`config.mk`:
```
export PLATFORM = sky130hd
export DESIGN_NAME = id_stage
export DESIGN_NICKNAME = d
export VERILOG_FILES = /design/src/design/id_pkg.sv /design/src/design/hazard_detect.sv /design/src/design/id_control.sv /design/src/design/id_stage.sv /design/src/design/operand_path.sv /design/src/design/reg_file.sv
export SDC_FILE = /design/constraint.sdc
export NUM_CORES = 1
export LEC_CHECK = 0
export CORE_UTILIZATION = 60
export CTS_BUF_LIST = sky130_fd_sc_hd__clkbuf_8
export DETAILED_ROUTE_END_ITERATION = 6
export DONT_BUFFER_PORTS = 1
export MAX_ROUTING_LAYER = met4
export PLACE_DENSITY = 0.79
export SLEW_MARGIN = 30
export SYNTH_ARGS = -nofsm -noshare
export SYNTH_HDL_FRONTEND = slang
export SYNTH_SLANG_ARGS = --single-unit
```
`constraint.sdc`:
```
create_clock -name clk -period 2.55 [get_ports clk]
set_input_delay 0.51 -clock clk [delete_from_list [all_inputs] [get_ports clk]]
set_output_delay 0.51 -clock clk [all_outputs]
set_load 0.01 [all_outputs]
```
`src/design/id_pkg.sv`:
```
// Shared types and constants for the decode stage; imported by every design module
package id_pkg;

    // 4-bit instruction set
    typedef enum logic [3:0] {
        ADD  = 4'h0,
        SUB  = 4'h1,
        AND  = 4'h2,
        NOR  = 4'h3,
        SLL  = 4'h4,  // Shifts take a 4-bit immediate
        SRL  = 4'h5,
        SRA  = 4'h6,
        NOP  = 4'h7,
        LW   = 4'h8,
        SW   = 4'h9,
        LHB  = 4'hA,
        LLB  = 4'hB,
        B    = 4'hC,
        CALL = 4'hD,
        RET  = 4'hE,
        HLT  = 4'hF
    } opcode_e;

    // Register-register and shift layout
    typedef struct packed {
        opcode_e    opcode;
        logic [3:0] rd;
        logic [3:0] rs;
        logic [3:0] rt_imm;  // rt or shift amount or LW/SW offset
    } r_fmt_t;

    // Load-half layout
    typedef struct packed {
        opcode_e    opcode;
        logic [3:0] rd;
        logic [7:0] imm8;
    } i_fmt_t;

    // Conditional branch layout
    typedef struct packed {
        opcode_e    opcode;
        logic       spare;
        logic [2:0] cond;
        logic [7:0] offset8;
    } b_fmt_t;

    // Call layout
    typedef struct packed {
        opcode_e     opcode;
        logic [11:0] target12;
    } j_fmt_t;

    // One instruction word, four views
    typedef union packed {
        r_fmt_t r_fmt;
        i_fmt_t i_fmt;
        b_fmt_t b_fmt;
        j_fmt_t j_fmt;
    } instr_u;

    // Control word toward execute
    typedef struct packed {
        logic       reg_write;
        logic       mem_write;
        logic       mem_read;
        logic       mem_to_reg;
        logic       alu_src;    // 1 selects the extended immediate
        logic [2:0] alu_op;
        logic       branch;
        logic       call;
        logic       ret;
        logic       load_half;
        logic       half_spec;  // 0 for LHB, 1 for LLB
        logic       halt;
    } id_ctrl_t;

    localparam logic [2:0] ALU_OP_NOP = 3'b111;

    // Everything off, ALU idle
    localparam id_ctrl_t CTRL_BUBBLE = '{
        reg_write: 1'b0, mem_write: 1'b0, mem_read: 1'b0, mem_to_reg: 1'b0,
        alu_src: 1'b0, alu_op: ALU_OP_NOP, branch: 1'b0, call: 1'b0,
        ret: 1'b0, load_half: 1'b0, half_spec: 1'b0, halt: 1'b0
    };

    // Operand data toward execute
    typedef struct packed {
        logic [15:0] read_data_1;
        logic [15:0] read_data_2;
        logic [15:0] sign_ext;
        logic [3:0]  dest_reg;
        logic [2:0]  branch_cond;
        logic [11:0] call_target;
        logic [15:0] pc;
        logic        spare;
    } id_operands_t;

    // Writeback port from the last stage
    typedef struct packed {
        logic        we;
        logic [3:0]  addr;
        logic [15:0] data;
    } wb_t;

    // Destinations still in flight, 0 means none
    typedef struct packed {
        logic [3:0] idex_rd;
        logic [3:0] exmem_rd;
        logic [3:0] memwb_rd;
    } inflight_t;

    localparam logic [3:0] SP_REG = 4'd15;  // Stack pointer index

endpackage

```
`src/design/hazard_detect.sv`:
```
// Hazard unit for the decode stage; flags RAW conflicts and holds control-transfer stalls
`timescale 1ns/1ps

module hazard_detect (
    input  logic              clk,
    input  logic              rst,
    input  logic [3:0]        src_1,
    input  logic [3:0]        src_2,
    input  logic              use_rs,
    input  logic              use_rt,
    input  id_pkg::inflight_t inflight,
    input  logic              xfer,       // Unbubbled B, CALL or RET
    input  logic              pc_update,  // Fetch side has the new PC
    output logic              data_hazard,
    output logic              pc_hazard
);

    import id_pkg::*;

    // True when src hits any live destination
    function automatic logic hits(input logic [3:0] src, input inflight_t fl);
        logic h;
        h = 1'b0;
        if (fl.idex_rd != 4'd0 && src == fl.idex_rd) begin
            h = 1'b1;
        end
        if (fl.exmem_rd != 4'd0 && src == fl.exmem_rd) begin
            h = 1'b1;
        end
        if (fl.memwb_rd != 4'd0 && src == fl.memwb_rd) begin
            h = 1'b1;
        end
        return h;
    endfunction

    logic hit_1;
    logic hit_2;

    assign hit_1 = use_rs & hits(src_1, inflight);
    assign hit_2 = use_rt & hits(src_2, inflight);  // Unused fields never stall

    assign data_hazard = hit_1 | hit_2;

    always_ff @(posedge clk) begin
        if (rst) begin
            pc_hazard <= 1'b0;
        end else if (pc_update) begin
            pc_hazard <= 1'b0;  // Release wins over a new transfer
        end else if (xfer) begin
            pc_hazard <= 1'b1;
        end
    end

endmodule

```
`src/design/id_control.sv`:
```
// Opcode decoder for the decode stage; drives the control word, register selects and use flags
`timescale 1ns/1ps

module id_control (
    input  id_pkg::instr_u   instr,
    input  logic             bubble,      // Any hazard this cycle
    output id_pkg::id_ctrl_t ctrl,
    output logic             reg_rt_src,  // Second source from [11:8]
    output logic             stack_sel,   // First source is SP
    output logic             imm8_sel,    // Extend imm8 instead of 4-bit field
    output logic             use_rs,
    output logic             use_rt,
    output logic             xfer         // Control transfer issuing
);

    import id_pkg::*;

    id_ctrl_t ctrl_raw;  // Decode before hazard gating
    opcode_e  op;

    assign op = instr.r_fmt.opcode;

    always_comb begin
        ctrl_raw        = CTRL_BUBBLE;  // Idle unless an opcode says otherwise
        reg_rt_src      = 1'b0;
        stack_sel       = 1'b0;
        imm8_sel        = 1'b0;
        use_rs          = 1'b0;
        use_rt          = 1'b0;
        unique case (op)
            ADD, SUB, AND, NOR: begin
                ctrl_raw.reg_write = 1'b1;
                ctrl_raw.alu_op    = op[2:0];  // ALU code follows opcode
                use_rs             = 1'b1;
                use_rt             = 1'b1;
            end
            SLL, SRL, SRA: begin
                ctrl_raw.reg_write = 1'b1;
                ctrl_raw.alu_src   = 1'b1;     // Shift amount from immediate
                ctrl_raw.alu_op    = op[2:0];
                use_rs             = 1'b1;
            end
            LW: begin
                ctrl_raw.reg_write  = 1'b1;
                ctrl_raw.mem_read   = 1'b1;
                ctrl_raw.mem_to_reg = 1'b1;
                ctrl_raw.alu_src    = 1'b1;    // Base plus offset
                ctrl_raw.alu_op     = 3'b000;
                use_rs              = 1'b1;
            end
            SW: begin
                ctrl_raw.mem_write = 1'b1;
                ctrl_raw.alu_src   = 1'b1;
                ctrl_raw.alu_op    = 3'b000;
                reg_rt_src         = 1'b1;     // Store data lives in [11:8]
                use_rs             = 1'b1;
                use_rt             = 1'b1;
            end
            LHB, LLB: begin
                // Other half of the destination comes in on bus 2
                ctrl_raw.reg_write = 1'b1;
                ctrl_raw.alu_src   = 1'b1;
                ctrl_raw.load_half = 1'b1;
                ctrl_raw.half_spec = (op == LLB);
                reg_rt_src         = 1'b1;
                imm8_sel           = 1'b1;
                use_rt             = 1'b1;
            end
            B: begin
                ctrl_raw.branch = 1'b1;
                imm8_sel        = 1'b1;        // Branch offset
            end
            CALL, RET: begin
                ctrl_raw.call = (op == CALL);
                ctrl_raw.ret  = (op == RET);
                stack_sel     = 1'b1;          // Both touch the stack
                use_rs        = 1'b1;
            end
            HLT: ctrl_raw.halt = 1'b1;
            default: ;                         // NOP keeps the idle word
        endcase
    end

    // Hazard gating
    assign ctrl = bubble ? CTRL_BUBBLE : ctrl_raw;
    assign xfer = ~bubble & (ctrl_raw.branch | ctrl_raw.call | ctrl_raw.ret);

endmodule

```
`src/design/id_stage.sv`:
```
// Instruction-decode stage top; connects decoder, register file, hazard unit and operand path
`timescale 1ns/1ps

module id_stage #(
    parameter logic [15:0] SP_RESET = 16'hFFFF  // Stack pointer after reset
) (
    input  logic                 clk,
    input  logic                 rst,
    input  id_pkg::instr_u       instr,
    input  logic [15:0]          pc,
    input  id_pkg::wb_t          wb,
    input  id_pkg::inflight_t    inflight,
    input  logic                 pc_update,
    output id_pkg::id_ctrl_t     ctrl,
    output id_pkg::id_operands_t ops,
    output logic                 data_hazard,  // Stall request to fetch
    output logic                 pc_hazard
);

    logic        bubble;
    logic        reg_rt_src;
    logic        stack_sel;
    logic        imm8_sel;
    logic        use_rs;
    logic        use_rt;
    logic        xfer;
    logic [3:0]  rd_addr_1;
    logic [3:0]  rd_addr_2;
    logic [15:0] rd_data_1;
    logic [15:0] rd_data_2;

    assign bubble = data_hazard | pc_hazard;

    id_control control_i (
        .instr      (instr),
        .bubble     (bubble),
        .ctrl       (ctrl),
        .reg_rt_src (reg_rt_src),
        .stack_sel  (stack_sel),
        .imm8_sel   (imm8_sel),
        .use_rs     (use_rs),
        .use_rt     (use_rt),
        .xfer       (xfer)
    );

    reg_file #(.SP_RESET(SP_RESET)) reg_file_i (
        .clk       (clk),
        .rst       (rst),
        .wb        (wb),
        .rd_addr_1 (rd_addr_1),
        .rd_addr_2 (rd_addr_2),
        .rd_data_1 (rd_data_1),
        .rd_data_2 (rd_data_2)
    );

    hazard_detect hazard_i (
        .clk         (clk),
        .rst         (rst),
        .src_1       (rd_addr_1),  // Compare the addresses actually read
        .src_2       (rd_addr_2),
        .use_rs      (use_rs),
        .use_rt      (use_rt),
        .inflight    (inflight),
        .xfer        (xfer),
        .pc_update   (pc_update),
        .data_hazard (data_hazard),
        .pc_hazard   (pc_hazard)
    );

    operand_path operand_i (
        .instr      (instr),
        .pc         (pc),
        .reg_rt_src (reg_rt_src),
        .stack_sel  (stack_sel),
        .imm8_sel   (imm8_sel),
        .rd_addr_1  (rd_addr_1),
        .rd_addr_2  (rd_addr_2),
        .rd_data_1  (rd_data_1),
        .rd_data_2  (rd_data_2),
        .ops        (ops)
    );

endmodule

```
`src/design/operand_path.sv`:
```
// Operand path of the decode stage; picks register addresses, extends immediates, packs operands
`timescale 1ns/1ps

module operand_path (
    input  id_pkg::instr_u       instr,
    input  logic [15:0]          pc,
    input  logic                 reg_rt_src,
    input  logic                 stack_sel,
    input  logic                 imm8_sel,
    output logic [3:0]           rd_addr_1,
    output logic [3:0]           rd_addr_2,
    input  logic [15:0]          rd_data_1,
    input  logic [15:0]          rd_data_2,
    output id_pkg::id_operands_t ops
);

    import id_pkg::*;

    logic [15:0] imm_ext;

    // Register address muxes
    assign rd_addr_1 = stack_sel  ? SP_REG : instr.r_fmt.rs;
    assign rd_addr_2 = reg_rt_src ? instr.r_fmt.rd : instr.r_fmt.rt_imm;  // SW and LHB/LLB

    // Sign extension
    assign imm_ext = imm8_sel ? {{8{instr.i_fmt.imm8[7]}}, instr.i_fmt.imm8}
                              : {{12{instr.r_fmt.rt_imm[3]}}, instr.r_fmt.rt_imm};

    always_comb begin
        ops.read_data_1 = rd_data_1;
        ops.read_data_2 = rd_data_2;
        ops.sign_ext    = imm_ext;
        ops.dest_reg    = instr.i_fmt.rd;         // [11:8]
        ops.branch_cond = instr.b_fmt.cond;
        ops.call_target = instr.j_fmt.target12;
        ops.pc          = pc;                     // Straight through
        ops.spare       = 1'b0;
    end

endmodule

```
`src/design/reg_file.sv`:
```
// Sixteen-entry register file for the decode stage; two combinational reads, one clocked write
`timescale 1ns/1ps

module reg_file #(
    parameter logic [15:0] SP_RESET = 16'hFFFF
) (
    input  logic        clk,
    input  logic        rst,
    input  id_pkg::wb_t wb,
    input  logic [3:0]  rd_addr_1,
    input  logic [3:0]  rd_addr_2,
    output logic [15:0] rd_data_1,
    output logic [15:0] rd_data_2
);

    import id_pkg::*;

    logic [15:0] regs [1:15];  // Register 0 has no storage

    function automatic logic [15:0] read_reg(input logic [3:0] addr);
        logic [15:0] val;
        if (addr == 4'd0) begin
            val = '0;                 // Hardwired zero
        end else begin
            val = regs[addr];
        end
        return val;
    endfunction

    always_ff @(posedge clk) begin
        if (rst) begin
            for (int i = 1; i < 16; i++) begin
                regs[i] <= (4'(i) == SP_REG) ? SP_RESET : 16'h0000;  // SP starts at top
            end
        end else if (wb.we && wb.addr != 4'd0) begin
            regs[wb.addr] <= wb.data;  // Writes to r0 dropped
        end
    end

    // No write-through, new value shows next cycle
    assign rd_data_1 = read_reg(rd_addr_1);
    assign rd_data_2 = read_reg(rd_addr_2);

endmodule

```
==> key figures <==
Yosys
  – Flops & latches, synth: 257
  – Synth warn: 0
  – Main synth FF type: edfxtp_1
  – Synth Cell Area: 15400 um2
  – Top cells by area in the synthesized netlist: edfxtp_1 (50%), and2_1 (9.2%), mux2i_1 (3.7%)
  – Syn_area_per_cell: around 11 um2
  – Synth unique cells: 66
  – Sequential fraction of the synthesis area: roughly 50%
  – Area share of the largest cell type after synthesis: between 40% and 50%
  – Synth area leader: edfxtp_1
  – Number of flops mapped to enable cells by yosys: between 200 and 300
  – Asr flop ratio synth: 0%
  – Syn Inst Count: ~1500

Floorplanning
  – Starting density of the core: around three fifths
  – Die height: 162 um
  – Row count: 58
  – Area of the core: about 25000 um2
  – Die area: 26400 um2
  – Top-Level Pins: ~170
  – Chip width: between 150 and 200 um

Min path
  – Worst hold path depth: 0
  – Hold path endpoint: reg_file_i.regs[0][14]
  – Hold crit path type: input pin to register
  – Start point of the worst hold path: wb[14]

STA
  – Clock Skew: 0 ns
  – Minimum clock period: between 2 and 3 ns
  – Setup ws final: -0.232 ns
  – Tightest Pin Transition: ~0.75 ns
  – RSZ-0062 raised after global routing: yes
  – Final Hold Fails: 0
  – Slew Viols, Final: 0
  – Number of setup violations in the final report: 42
  – F_max: between 300 and 400 MHz
  – Final worst-path cycle share: 109%
  – Relative slew slack: about half

Route
  – Drc violations: 0
  – DR vias: ~14000
  – Remaining antenna violation count: 0
  – Drt wl/cell: 31.1 um
  – Via density: 7.37
  – Total Wirelength: ~60000 um
  – Drt initial violations: between 2000 and 2500
  – DRT Pass-1 Iters: 7

Power and ir drop
  – Max VDD drop: 472 uV
  – Sw power: about 0.0033 W
  – Logic pwr share: around a quarter
  – Tot Pwr: 0.0109 W
  – Seq pwr share: a little under half
  – Clock group share of total power: between 30% and 40%
  – Sw Share: about 30%
  – Internal Pwr Total: approximately 0.0076 W
  – Lkg Pwr: between 7 and 8 nW
  – Pwr per Cell Area: around 550 nW/um2

Global routing
  – Total GRT Usage: ~44%
  – GRT overflow: 0
  – Largest net degree at the start of global routing: 76
  – Vias in the first global route: about 13000
  – Initial antenna violation count: 0
  – First-pass GRT wire length: 82800 um

Clock network
  – Clk_lat worst skew: 0.57 ns
  – CTS tree: built
  – CTS H-tree depth: 2
  – CTS buffer count: 43
  – Sink Count: between 200 and 300
  – Clk slew on worst S/H paths: ~0.07 ns
  – Root Buffer: clkbuf_8
  – Clock Tree Buf Depth: 3

Layout
  – ANT cells: 0
  – Util after Layout: 78.2%
  – Final nets: 1644
  – Filler instances: about 1500
  – Non-Filler Instances: slightly below 2000
  – Layout cell share with drive strength beyond 1: 34.9%
  – Synth-to-layout area growth: 27.6%
  – Finished layout cell area: approximately 20000 um2

Worst setup path
  – Reg2Reg Depth: 2
  – Crit path kind: input pin to primary output
  – Critical R2R Capture: hazard_i.pc_hazard
  – Crit end category: primary output
  – Critical Path AT: between 2 and 2.5 ns
  – Worst EP required: 2.04 ns
  – Critical path fanouts, max: 15
  – Reg2reg start: hazard_i.pc_hazard
  – R2R setup slack: between 1.5 and 2 ns
  – CP startpoint kind: input pin

Status
  – Failing checks: setup timing
  – Status: finished, violations left

Flow run
  – Max Cap Violations: 0

Placement
  – Cells after DPL: between 1500 and 2000
  – Gpl congestion: approximately 0.96
  – Setup WS pre-CTS: -0.390 ns
  – Post-DP Area: ~17000 um2
  – PortBufs: 0
  – Post-detail-place hpwl: 36700 um
registers in the layout, summed over array words and instances (netlist names):
register and cells:
hazard_i.pc_hazard 1, reg_file_i.regs 256
cells in the mapped netlist, drive strengths merged (3+ instances only):
library cell and count:
nand3b 3, o22ai 4, edfxtp 256, o21ai 63
o221a 3, nand2b 5, a32o 15, or4 4
a21oi 91, a211o 15, xor2 9, o221ai 42
o2111ai 12, nor2b 3, a211oi 4, xnor2 4
nor3 29, buf 98, a2111oi 3, a221oi 22
nand2 89, and3 21, nand3 75, a31oi 3
mux2 29, or3 20, a311oi 14, nor2 58
mux4 17, or2 16, mux2i 57, nor4 25
and2 227, inv 14, clkbuf 86
layer usage:
| metal | GRT usage [%] | share of wire [%] | vias up |
|---|---|---|---|
| met3 | 11.2 | 16 | 386 |
| met2 | 65.8 | 44 | 1521 |
| met5 | - | 0 | - |
| met1 | 55.4 | 33 | 6692 |
| met4 | 26.2 | 7.6 | 0 |
| li1 | - | - | 5656 |
cells by family after synthesis:
group,Yosys count,synth area share [%]
compound gates,308,13.8
flops,257,49.9
mux,103,8.29
xor+xnor,13,0.835
buf+inv,198,6.48
other cells,1,0.0243
simple gates,583,20.6
cell usage in the layout, fill, tap and decap left out, types with 34 or more instances in the layout:
cell / netlist / routed
buf_4: 58 / 144
nand3_1: 75 / 57
buf_6: 0 / 34
and2_1: 227 / 225
nor2_1: 54 / 41
a21oi_1: 89 / 54
o21ai_0: 57 / 52
clkbuf_8: 0 / 44
mux2i_1: 57 / 57
edfxtp_1: 256 / 256
buf_12: 0 / 42
o221ai_1: 42 / 35
nand2_1: 89 / 81
worst max-delay path, stage by stage:
cell     delay, ns
and2b_4       0.32
and3_4        0.23
nor2_4        0.05
o221a_1       0.30
a211o_4       0.34
or4b_4        0.52
layout make-up:
type	instances	area (um2)	area share [%]
Tap cell	330	413	2.10
Multi-Input combinational cell	1027	8210	41.7
Clock inverter	30	126	0.642
Timing Repair Buffer	233	2580	13.1
Clock buffer	44	606	3.08
Inverter	14	52.6	0.267
Sequential cell	257	7710	39.1
power groups by stage:
stage / Combinational, W / Sequential [W] / Clock, W
2_1_floorplan: 0.00141 / 0.00507 / 0
3_3_place_gp: 0.00200 / 0.00511 / 0
3_5_place_dp: 0.00203 / 0.00513 / 0
4_1_cts: 0.00225 / 0.00505 / 0.00325
5_1_grt: 0.00261 / 0.00508 / 0.00344
6_report: 0.00254 / 0.00507 / 0.00329
repair_timing:
item                       in CTS  in global routing
setup endpoints to repair      40                 42
cloned                          6                  7
resized for setup             108                 98
pin swaps                      40                 58
setup buffers                  24                 24
hold buffers                    0                  0
worst max-delay path by stage:
stage | slack (ns) | cells after the start | to | start
final | -0.23 | 6 | ctrl[6] | instr[14]
after global routing | -0.27 | 10 | ops[67] | instr[14]
after CTS | -0.20 | 10 | ops[67] | instr[14]
after detailed placement | -0.39 | 8 | ops[58] | instr[14]
after global placement | -0.36 | 8 | ops[58] | instr[14]
after floorplan | -0.18 | 7 | ctrl[6] | instr[14]
through the flow:
stage | setup TNS (ns) | hold WS [ns]
2_1_floorplan | -1.34 | 0.609
3_3_place_gp | -8.05 | 0.518
3_5_place_dp | -8.73 | 0.516
4_1_cts | -3.91 | 0.0258
5_1_grt | -7.43 | 0.0237
6_report | -6.13 | 0.0344
Note: power is estimated with default switching activity, not from simulation.
